**src/design/cache_event_pkg.sv**
```systemverilog
package cache_event_pkg;

	// counter and stamp widths
	typedef logic [63:0] event_count_t;            // one event counter
	typedef logic [47:0] ref_stamp_t;              // reference count used as time stamp

	// eviction status codes
	typedef logic [1:0] evict_status_t;

	localparam evict_status_t EVICT_SINGLE = 2'b01; // one expired lease
	localparam evict_status_t EVICT_MULTI  = 2'b10; // several leases expired
	localparam evict_status_t EVICT_RANDOM = 2'b11; // no expired line, random victim

	// trace buffer geometry
	localparam int TRACE_DEPTH = 8;                 // must stay a power of two
	localparam int TRACE_PTR_W = $clog2(TRACE_DEPTH);

	typedef logic [TRACE_PTR_W-1:0] trace_ptr_t;    // read and write pointers
	typedef logic [3:0]             trace_count_t;  // occupancy, 0 to TRACE_DEPTH

endpackage

```
**src/design/perf_map_pkg.sv**
```systemverilog
package perf_map_pkg;

	// record selected by comm bits 27:26, codes 2 and 3 are both reserved
	typedef enum logic [1:0] {
		REC_STATS    = 2'd0,
		REC_EVICT    = 2'd1,
		REC_RESERVED = 2'd2
	} record_sel_t;

	typedef logic [4:0] read_addr_t;                // comm bits 4:0

	// configuration word fields
	localparam int COMM_COUNT_EN_BIT = 24;
	localparam int COMM_POP_BIT      = 25;
	localparam int COMM_REC_LO       = 26;
	localparam int COMM_REC_HI       = 27;

	localparam logic [31:0] CACHE_ID = 32'h4c32_4c43; // "L2LC"

	// statistics record, low and high word of each counter
	localparam read_addr_t ADDR_HITS_LO       = 5'd0;
	localparam read_addr_t ADDR_HITS_HI       = 5'd1;
	localparam read_addr_t ADDR_MISSES_LO     = 5'd2;
	localparam read_addr_t ADDR_MISSES_HI     = 5'd3;
	localparam read_addr_t ADDR_WB_LO         = 5'd4;
	localparam read_addr_t ADDR_WB_HI         = 5'd5;
	localparam read_addr_t ADDR_CYCLES_LO     = 5'd6;
	localparam read_addr_t ADDR_CYCLES_HI     = 5'd7;
	localparam read_addr_t ADDR_EXPIRED_LO    = 5'd8;
	localparam read_addr_t ADDR_EXPIRED_HI    = 5'd9;
	localparam read_addr_t ADDR_DEFAULTED_LO  = 5'd10;
	localparam read_addr_t ADDR_DEFAULTED_HI  = 5'd11;
	localparam read_addr_t ADDR_MULTI_LO      = 5'd12;
	localparam read_addr_t ADDR_MULTI_HI      = 5'd13;
	localparam read_addr_t ADDR_CACHE_ID      = 5'd15;
	localparam read_addr_t ADDR_DEF_MISS_LO   = 5'd16;
	localparam read_addr_t ADDR_DEF_MISS_HI   = 5'd17;
	localparam read_addr_t ADDR_RAND_EVICT_LO = 5'd18;
	localparam read_addr_t ADDR_RAND_EVICT_HI = 5'd19;

	// eviction record
	localparam read_addr_t EV_ADDR_STATUS   = 5'd0; // status 1:0, occupancy 11:8
	localparam read_addr_t EV_ADDR_STAMP_LO = 5'd1;
	localparam read_addr_t EV_ADDR_STAMP_HI = 5'd2; // upper 16 stamp bits
	localparam read_addr_t EV_ADDR_FULL     = 5'd3;

endpackage

```
**src/design/perf_control.sv**
```systemverilog
module perf_control (
	input  logic                      clock_i,
	input  logic                      resetn_i,
	input  logic [31:0]               comm_i,       // configuration word
	output logic                      count_en_o,
	output logic                      track_en_o,
	output logic                      pop_o,        // one pulse per rising pop bit
	output perf_map_pkg::record_sel_t record_o,
	output perf_map_pkg::read_addr_t  addr_o
);
	import perf_map_pkg::*;

	logic        pop_bit_q;                           // pop bit of the last cycle
	logic        pop_bit;
	record_sel_t record_d;

	assign pop_bit = comm_i[COMM_POP_BIT];

	// fold both reserved codes onto one value
	always_comb begin
		case (comm_i[COMM_REC_HI:COMM_REC_LO])
			2'd0: begin
				record_d = REC_STATS;
			end
			2'd1: begin
				record_d = REC_EVICT;
			end
			default: begin
				record_d = REC_RESERVED;
			end
		endcase
	end

	always_ff @(posedge clock_i) begin
		if (!resetn_i) begin
			count_en_o <= 1'b0;
			track_en_o <= 1'b0;
			pop_o      <= 1'b0;
			pop_bit_q  <= 1'b0;
			record_o   <= REC_STATS;
			addr_o     <= '0;
		end else begin
			count_en_o <= comm_i[COMM_COUNT_EN_BIT];
			track_en_o <= (record_d == REC_EVICT);  // tracker runs only on its own record
			record_o   <= record_d;
			addr_o     <= comm_i[$bits(read_addr_t)-1:0];
			pop_bit_q  <= pop_bit;
			pop_o      <= pop_bit & ~pop_bit_q;     // held bit pops once
		end
	end

endmodule

```
**src/design/event_counters.sv**
```systemverilog
module event_counters (
	input  logic                        clock_i,
	input  logic                        resetn_i,
	input  logic                        count_en_i,
	input  logic                        req_i,
	input  logic                        hit_i,
	input  logic                        miss_i,
	input  logic                        writeback_i,
	input  logic                        expired_i,
	input  logic                        expired_multi_i,
	input  logic                        defaulted_i,
	input  logic                        rand_evict_i,
	output cache_event_pkg::event_count_t hits_o,
	output cache_event_pkg::event_count_t misses_o,
	output cache_event_pkg::event_count_t writebacks_o,
	output cache_event_pkg::event_count_t cycles_o,
	output cache_event_pkg::event_count_t expired_o,
	output cache_event_pkg::event_count_t multi_expired_o,
	output cache_event_pkg::event_count_t defaulted_o,
	output cache_event_pkg::event_count_t default_misses_o,
	output cache_event_pkg::event_count_t rand_evict_o,
	output cache_event_pkg::ref_stamp_t   ref_stamp_o
);

	logic default_miss;

	// a miss that also got a default lease
	assign default_miss = miss_i & defaulted_i;

	always_ff @(posedge clock_i) begin
		if (!resetn_i) begin
			hits_o           <= '0;
			misses_o         <= '0;
			writebacks_o     <= '0;
			cycles_o         <= '0;
			expired_o        <= '0;
			multi_expired_o  <= '0;
			defaulted_o      <= '0;
			default_misses_o <= '0;
			rand_evict_o     <= '0;
			ref_stamp_o      <= '0;
		end else if (count_en_i) begin
			cycles_o <= cycles_o + 1'b1;                 // enabled cycles
			if (req_i) begin
				ref_stamp_o <= ref_stamp_o + 1'b1;       // one tick per reference
			end
			if (hit_i) begin
				hits_o <= hits_o + 1'b1;
			end
			if (miss_i) begin
				misses_o <= misses_o + 1'b1;
			end
			if (writeback_i) begin
				writebacks_o <= writebacks_o + 1'b1;
			end
			if (expired_i) begin
				expired_o <= expired_o + 1'b1;
			end
			if (expired_multi_i) begin
				multi_expired_o <= multi_expired_o + 1'b1;
			end
			if (defaulted_i) begin
				defaulted_o <= defaulted_o + 1'b1;
			end
			if (default_miss) begin
				default_misses_o <= default_misses_o + 1'b1;
			end
			if (rand_evict_i) begin
				rand_evict_o <= rand_evict_o + 1'b1;
			end
		end
	end

endmodule

```
**src/design/eviction_tracker.sv**
```systemverilog
module eviction_tracker (
	input  logic                          clock_i,
	input  logic                          resetn_i,
	input  logic                          track_en_i,
	input  logic                          pop_i,
	input  logic                          expired_i,
	input  logic                          expired_multi_i,
	input  logic                          rand_evict_i,
	input  cache_event_pkg::ref_stamp_t    ref_stamp_i,   // count before this edge's increment
	output cache_event_pkg::evict_status_t head_status_o,
	output cache_event_pkg::ref_stamp_t    head_stamp_o,
	output cache_event_pkg::trace_count_t  count_o,
	output logic                          full_o
);
	import cache_event_pkg::*;

	evict_status_t status_mem [TRACE_DEPTH];
	ref_stamp_t    stamp_mem  [TRACE_DEPTH];

	trace_ptr_t    wr_ptr_q;
	trace_ptr_t    rd_ptr_q;
	trace_count_t  count_q;
	evict_status_t status_d;
	logic          any_evict;
	logic          empty;
	logic          push;
	logic          pop;

	// multi wins over random, random over single
	always_comb begin
		if (expired_multi_i) begin
			status_d = EVICT_MULTI;
		end else if (rand_evict_i) begin
			status_d = EVICT_RANDOM;
		end else if (expired_i) begin
			status_d = EVICT_SINGLE;
		end else begin
			status_d = '0;
		end
	end

	assign any_evict = expired_i | expired_multi_i | rand_evict_i;
	assign empty     = (count_q == '0);
	assign full_o    = (count_q == trace_count_t'(TRACE_DEPTH));
	assign push      = track_en_i & any_evict & ~full_o; // events are dropped while full
	assign pop       = pop_i & ~empty;

	always_ff @(posedge clock_i) begin
		if (push) begin
			status_mem[wr_ptr_q] <= status_d;
			stamp_mem[wr_ptr_q]  <= ref_stamp_i;
		end
	end

	// pointers wrap on their own since the depth is a power of two
	always_ff @(posedge clock_i) begin
		if (!resetn_i) begin
			wr_ptr_q <= '0;
			rd_ptr_q <= '0;
			count_q  <= '0;
		end else begin
			if (push) begin
				wr_ptr_q <= wr_ptr_q + 1'b1;
			end
			if (pop) begin
				rd_ptr_q <= rd_ptr_q + 1'b1;
			end
			case ({push, pop})
				2'b10:   count_q <= count_q + 1'b1;
				2'b01:   count_q <= count_q - 1'b1;
				default: count_q <= count_q;         // idle or push with pop
			endcase
		end
	end

	assign head_status_o = empty ? '0 : status_mem[rd_ptr_q];
	assign head_stamp_o  = empty ? '0 : stamp_mem[rd_ptr_q];
	assign count_o       = count_q;

endmodule

```
**src/design/perf_readout.sv**
```systemverilog
module perf_readout (
	input  logic                          clock_i,
	input  logic                          resetn_i,
	input  perf_map_pkg::record_sel_t      record_i,
	input  perf_map_pkg::read_addr_t       addr_i,
	input  cache_event_pkg::event_count_t  hits_i,
	input  cache_event_pkg::event_count_t  misses_i,
	input  cache_event_pkg::event_count_t  writebacks_i,
	input  cache_event_pkg::event_count_t  cycles_i,
	input  cache_event_pkg::event_count_t  expired_i,
	input  cache_event_pkg::event_count_t  multi_expired_i,
	input  cache_event_pkg::event_count_t  defaulted_i,
	input  cache_event_pkg::event_count_t  default_misses_i,
	input  cache_event_pkg::event_count_t  rand_evict_i,
	input  cache_event_pkg::evict_status_t head_status_i,
	input  cache_event_pkg::ref_stamp_t    head_stamp_i,
	input  cache_event_pkg::trace_count_t  count_i,
	input  logic                          full_i,
	output logic [31:0]                   comm_o,
	output logic                          stall_o
);
	import perf_map_pkg::*;

	logic [31:0] stats_word;
	logic [31:0] evict_word;
	logic [31:0] read_word;

	always_comb begin
		case (addr_i)
			ADDR_HITS_LO:       stats_word = hits_i[31:0];
			ADDR_HITS_HI:       stats_word = hits_i[63:32];
			ADDR_MISSES_LO:     stats_word = misses_i[31:0];
			ADDR_MISSES_HI:     stats_word = misses_i[63:32];
			ADDR_WB_LO:         stats_word = writebacks_i[31:0];
			ADDR_WB_HI:         stats_word = writebacks_i[63:32];
			ADDR_CYCLES_LO:     stats_word = cycles_i[31:0];
			ADDR_CYCLES_HI:     stats_word = cycles_i[63:32];
			ADDR_EXPIRED_LO:    stats_word = expired_i[31:0];
			ADDR_EXPIRED_HI:    stats_word = expired_i[63:32];
			ADDR_DEFAULTED_LO:  stats_word = defaulted_i[31:0];
			ADDR_DEFAULTED_HI:  stats_word = defaulted_i[63:32];
			ADDR_MULTI_LO:      stats_word = multi_expired_i[31:0];
			ADDR_MULTI_HI:      stats_word = multi_expired_i[63:32];
			ADDR_CACHE_ID:      stats_word = CACHE_ID;
			ADDR_DEF_MISS_LO:   stats_word = default_misses_i[31:0];
			ADDR_DEF_MISS_HI:   stats_word = default_misses_i[63:32];
			ADDR_RAND_EVICT_LO: stats_word = rand_evict_i[31:0];
			ADDR_RAND_EVICT_HI: stats_word = rand_evict_i[63:32];
			default:            stats_word = '0;      // unmapped
		endcase
	end

	always_comb begin
		case (addr_i)
			EV_ADDR_STATUS:   evict_word = {20'd0, count_i, 6'd0, head_status_i};
			EV_ADDR_STAMP_LO: evict_word = head_stamp_i[31:0];
			EV_ADDR_STAMP_HI: evict_word = {16'd0, head_stamp_i[47:32]};
			EV_ADDR_FULL:     evict_word = {31'd0, full_i};
			default:          evict_word = '0;
		endcase
	end

	assign read_word = (record_i == REC_STATS) ? stats_word :
	                   (record_i == REC_EVICT) ? evict_word : '0; // reserved reads zero

	always_ff @(posedge clock_i) begin
		if (!resetn_i) begin
			comm_o <= '0;
		end else begin
			comm_o <= read_word;
		end
	end

	assign stall_o = full_i & (record_i == REC_EVICT); // masked on other records

endmodule

```
**src/design/cache_perf_monitor.sv**
```systemverilog
module cache_perf_monitor (
	input  logic        clock_i,
	input  logic        resetn_i,
	input  logic [31:0] comm_i,
	input  logic        req_i,
	input  logic        hit_i,
	input  logic        miss_i,
	input  logic        writeback_i,
	input  logic        expired_i,
	input  logic        expired_multi_i,
	input  logic        defaulted_i,
	input  logic        rand_evict_i,
	output logic [31:0] comm_o,
	output logic        stall_o
);
	import cache_event_pkg::*;
	import perf_map_pkg::*;

	logic          count_en;
	logic          track_en;
	logic          pop;
	record_sel_t   record;
	read_addr_t    addr;

	event_count_t  hits, misses, writebacks, cycles;
	event_count_t  expired_cnt, multi_expired_cnt, defaulted_cnt;
	event_count_t  default_misses, rand_evict_cnt;
	ref_stamp_t    ref_stamp;

	evict_status_t head_status;
	ref_stamp_t    head_stamp;
	trace_count_t  trace_count;
	logic          trace_full;

	perf_control u_control (
		.clock_i    (clock_i),
		.resetn_i   (resetn_i),
		.comm_i     (comm_i),
		.count_en_o (count_en),
		.track_en_o (track_en),
		.pop_o      (pop),
		.record_o   (record),
		.addr_o     (addr)
	);

	event_counters u_counters (
		.clock_i          (clock_i),
		.resetn_i         (resetn_i),
		.count_en_i       (count_en),
		.req_i            (req_i),
		.hit_i            (hit_i),
		.miss_i           (miss_i),
		.writeback_i      (writeback_i),
		.expired_i        (expired_i),
		.expired_multi_i  (expired_multi_i),
		.defaulted_i      (defaulted_i),
		.rand_evict_i     (rand_evict_i),
		.hits_o           (hits),
		.misses_o         (misses),
		.writebacks_o     (writebacks),
		.cycles_o         (cycles),
		.expired_o        (expired_cnt),
		.multi_expired_o  (multi_expired_cnt),
		.defaulted_o      (defaulted_cnt),
		.default_misses_o (default_misses),
		.rand_evict_o     (rand_evict_cnt),
		.ref_stamp_o      (ref_stamp)
	);

	eviction_tracker u_tracker (
		.clock_i         (clock_i),
		.resetn_i        (resetn_i),
		.track_en_i      (track_en),
		.pop_i           (pop),
		.expired_i       (expired_i),
		.expired_multi_i (expired_multi_i),
		.rand_evict_i    (rand_evict_i),
		.ref_stamp_i     (ref_stamp),
		.head_status_o   (head_status),
		.head_stamp_o    (head_stamp),
		.count_o         (trace_count),
		.full_o          (trace_full)
	);

	perf_readout u_readout (
		.clock_i          (clock_i),
		.resetn_i         (resetn_i),
		.record_i         (record),
		.addr_i           (addr),
		.hits_i           (hits),
		.misses_i         (misses),
		.writebacks_i     (writebacks),
		.cycles_i         (cycles),
		.expired_i        (expired_cnt),
		.multi_expired_i  (multi_expired_cnt),
		.defaulted_i      (defaulted_cnt),
		.default_misses_i (default_misses),
		.rand_evict_i     (rand_evict_cnt),
		.head_status_i    (head_status),
		.head_stamp_i     (head_stamp),
		.count_i          (trace_count),
		.full_i           (trace_full),
		.comm_o           (comm_o),
		.stall_o          (stall_o)
	);

endmodule

```
**config.mk**
```make
export PLATFORM = sky130hd
export DESIGN_NAME = cache_perf_monitor
export DESIGN_NICKNAME = d
export VERILOG_FILES = /design/src/design/cache_event_pkg.sv /design/src/design/perf_map_pkg.sv /design/src/design/perf_control.sv /design/src/design/event_counters.sv /design/src/design/eviction_tracker.sv /design/src/design/perf_readout.sv /design/src/design/cache_perf_monitor.sv
export SDC_FILE = /design/constraint.sdc
export NUM_CORES = 2
export LEC_CHECK = 0
export BUFFER_PORTS_ARGS = -buffer_cell sky130_fd_sc_hd__clkbuf_2
export CAP_MARGIN = 20
export CORE_MARGIN = 1.5
export CORE_UTILIZATION = 35
export DETAILED_ROUTE_END_ITERATION = 8
export GPL_ROUTABILITY_DRIVEN = 0
export HOLD_SLACK_MARGIN = 0.05
export PLACE_DENSITY = 0.48
export SLEW_MARGIN = 20
export SYNTH_ARGS = -nofsm -noshare
export SYNTH_HDL_FRONTEND = slang
export SYNTH_SLANG_ARGS = --single-unit
```
**constraint.sdc**
```tcl
create_clock -name clock_i -period 6.65 [get_ports clock_i]
set_input_delay 0.3325 -clock clock_i [delete_from_list [all_inputs] [get_ports clock_i]]
set_output_delay 0.3325 -clock clock_i [all_outputs]
set_load 0.01 [all_outputs]
```
==> flow_metrics.py <==
metrics = {
    "timing": {
        "final_hold_viol_count": 0,
        "setup_tns_ns": 0,
        "setup_viol": 0,
        "clock-skew-final_ns": 0.0674,
        "max_freq_ghz": 0.258,
        "relSlewSlack_pct": 21.3,
        "drv_slew": 0,
        "tightest_slew_ns": 1.17,
        "finalCriticalPeriod_ns": 3.88,
        "rsz0062_at_grt": "false",
        "period_share_pct": 58.3,
    },
    "clock_network": {
        "cts_made_buffers": 117,
        "clk_latency_ns": 0.78,
        "htreeDepth": 3,
        "ctsResizeCount": 0,
        "cts.sinks": 1079,
        "post-cts-setup-buffers": 0,
        "tritoncts": "done",
        "cts_buffer_depth": 3,
        "path_clk_slew_ns": 0.06,
        "holdBufCountCts": 15,
        "cts_root_buf": "clkbuf_16",
    },
    "drt": {
        "wl_mm": 181,
        "drt_iter0_drc": 4528,
        "drc": 0,
        "postRouteAntennaNets": 0,
        "routed-via-count": 37828,
        "via_per_inst": 5.73,
        "wl_per_cell_um": 27.5,
        "firstDrtPassIters": 9,
    },
    "place": {
        "io_buffers": 51,
        "dp_hpwl_mm": 128,
        "dp_cells": 6355,
    },
    "global_route": {
        "grt_max_degree": 196,
        "grt_usage_pct": 25.2,
        "antenna_found_initial": 17,
        "grt_pass1_wl_mm": 257,
        "grt_remaining_overflow": 0,
        "grt_pass1_vias": 34893,
    },
    "cells_and_area": {
        "stdcell_count": 6598,
        "drive_above_1_share_pct": 10.4,
        "fin_util_pct": 40.0,
        "nFillCells": 13517,
        "syn_to_final_growth_pct": 13.5,
        "nets": 4752,
    },
    "floorplanning": {
        "die_w_um": 375,
        "initial_core_util_pct": 35.3,
        "die_height_um": 375,
        "placeableCoreArea_um2": 137000,
        "std_cell_rows": 136,
        "die_area_um2": 141000,
        "io-pin-count": 75,
    },
    "logic_synthesis": {
        "syn_nets": 4715,
        "ys_ff_latch": 1079,
        "syn_area_um2": 48500,
        "synth_top_cell_by_area": "dfxtp_1",
        "synth-edff-count": 400,
        "synthTopCellsByArea": "dfxtp_1 (28%), edfxtp_1 (25%), xor2_1 (5.3%), nor2_1 (5.0%), mux4_2 (4.6%)",
        "syn_inst": 4658,
        "ys_seq_area_share_pct": 52.8,
        "synth_flop_cell": "dfxtp_1",
        "synth.distinct_cells": 73,
        "avgSynthCellArea_um2": 10.4,
        "yosys_warnings": 0,
        "synth_top_area_share_pct": 28.0,
        "synth_most_common_cell": "dfxtp_1",
        "synth-async-reset-ratio_pct": 0,
        "yosys-top-cells-count": "dfxtp_1 (679), nor2_1 (641), edfxtp_1 (400), nand2_1 (305), xor2_1 (294)",
    },
    "pwr": {
        "switchingPower_mw": 3.12,
        "ir_worst_vdd_mv": 0.187,
        "p_int_mw": 10.7,
        "combinationalPowerShare_pct": 2.3,
        "pwr-share-seq_pct": 49.6,
        "clkPwrFrac_pct": 48.1,
        "p_total_mw": 13.8,
        "switching_share_pct": 22.6,
        "power_density_nw_per_um2": 251,
        "p_leak_nw": 17.9,
    },
    "critical_path": {
        "crit_required_ns": 7.29,
        "crit_family": "compound AO/OA/AOI/OAI gates",
        "slowest_stage": "a2111oi_1",
        "critPathLaunchType": "flip-flop",
        "crit_fanout": 42,
        "critPathCaptureType": "flip-flop",
        "crit_top_cell": "buf_4",
        "crit_arrival_ns": 4.52,
        "crit_type": "reg2reg",
        "crit_buf_inv": 3,
        "cpPeakStageDelay_ns": 1.00,
        "crit_chain": "buf_4 -> or2_2 -> nor3_2 -> buf_4 -> a22oi_1 -> nand4_1 -> a2111oi_1 -> buf_4 -> o22ai_1",
    },
    "run_status": {
        "status": "complete, no violations",
    },
    "hold_path": {
        "hold_path.class": "in2reg",
    },
    "job": {
        "cap_violations": 0,
    },
}
[final cells by class]
cell class,count,area [um^2],share of cell area [%]
sequential,1079,25600,46.6
multi-input combinational,3288,21900,39.8
clock buffer,187,3450,6.27
tap,1794,2240,4.08
timing repair buffer,152,1080,1.96
clock inverter,33,477,0.866
inverter,57,221,0.403
antenna,8,20.0,0.0364
[worst register-to-register path, cell delays in order, from the launching register on]
cell and delay [ns]:
dfxtp_2 0.31, buf_4 0.49, or2_2 0.49, nor3_2 0.07, buf_4 0.32, a22oi_1 0.49, nand4_1 0.24, a2111oi_1 1.00
buf_4 0.27, o22ai_1 0.08
[placed cells by master, fill, tap and decap left out, drive strengths merged, types with 14 or more instances in the layout]
cell	count
clkbuf	238
dfxtp	679
clkinv	26
a22o	28
and2	55
ha	15
a21oi	113
xor2	294
mux4	100
nor3	131
nand2	305
edfxtp	400
dlygate4sd3	15
o22ai	26
or3	84
or2	15
xnor2	246
a2111oi	14
a221oi	14
o21ai	96
nor2	641
nor4	91
inv	57
mux2i	63
a22oi	162
nand3	236
and4	70
nand4	217
and3	138
buf	86
[sequential cells by signal, summed over array words and instances, names as in the netlist, named ones only]
signal / cells
u_control.addr_o: 5
u_control.count_en_o: 1
u_control.pop_bit_q: 1
u_control.pop_o: 1
u_control.record_o: 2
u_counters.cycles_o: 64
u_counters.default_misses_o: 64
u_counters.defaulted_o: 64
u_counters.expired_o: 64
u_counters.hits_o: 64
u_counters.misses_o: 64
u_counters.multi_expired_o: 64
u_counters.rand_evict_o: 64
u_counters.ref_stamp_o: 48
u_counters.writebacks_o: 64
u_readout.comm_o: 32
u_tracker.count_o: 4
u_tracker.rd_ptr_q: 3
u_tracker.stamp_mem: 384
u_tracker.status_mem: 16
u_tracker.wr_ptr_q: 3
[path summary, 6_finish.rpt]
check	startpoint	to	slack, ns	cells past startpoint
hold / removal	resetn_i	u_counters.rand_evict_o[16]	0.16	3
hold reg to reg	u_control.pop_bit_q	u_control.pop_o	0.43	1
setup reg to reg	u_control.addr_o[4]	u_readout.comm_o[26]	2.77	9
setup / recovery	u_control.addr_o[4]	u_readout.comm_o[26]	2.77	9
[layer usage]
layer	part of all wire, %	track usage [%]
met5	0.036	0
met3	8.4	5.42
met1	43	34.4
met4	4.9	10.9
met2	44	38.5
[power groups by stage]
stage | combinational, mW | clock, mW | sequential, mW
floorplan | 0.175 | 0 | 6.97
global placement | 0.306 | 0 | 6.99
detailed placement | 0.305 | 0 | 6.99
CTS | 0.314 | 6.78 | 6.85
global route | 0.330 | 7.04 | 6.84
finish | 0.319 | 6.65 | 6.85
[logic make-up after synthesis]
| logic type | share of synthesized area [%] |
|---|---|
| AND/OR/NAND/NOR | 21.4 |
| flip-flops | 52.8 |
| XOR/XNOR | 9.76 |
| AO/OA/AOI/OAI | 7.05 |
| buffers and inverters | 2.33 |
| multiplexers | 6.23 |
| adder cells (fa/ha/maj) | 0.387 |
[metrics by stage]
stage                     hold slack (ns)  setup slack (ns)  area [um^2]
after CTS                           0.136              2.86        55000
final                               0.160              2.77        55000
after global routing                0.150              2.68        55000
after floorplan                     0.367             0.231        48500
after detailed placement            0.405              2.83        50900
after global placement              0.408              2.70        50900
No activity file was read; power rests on OpenSTA's default activity.
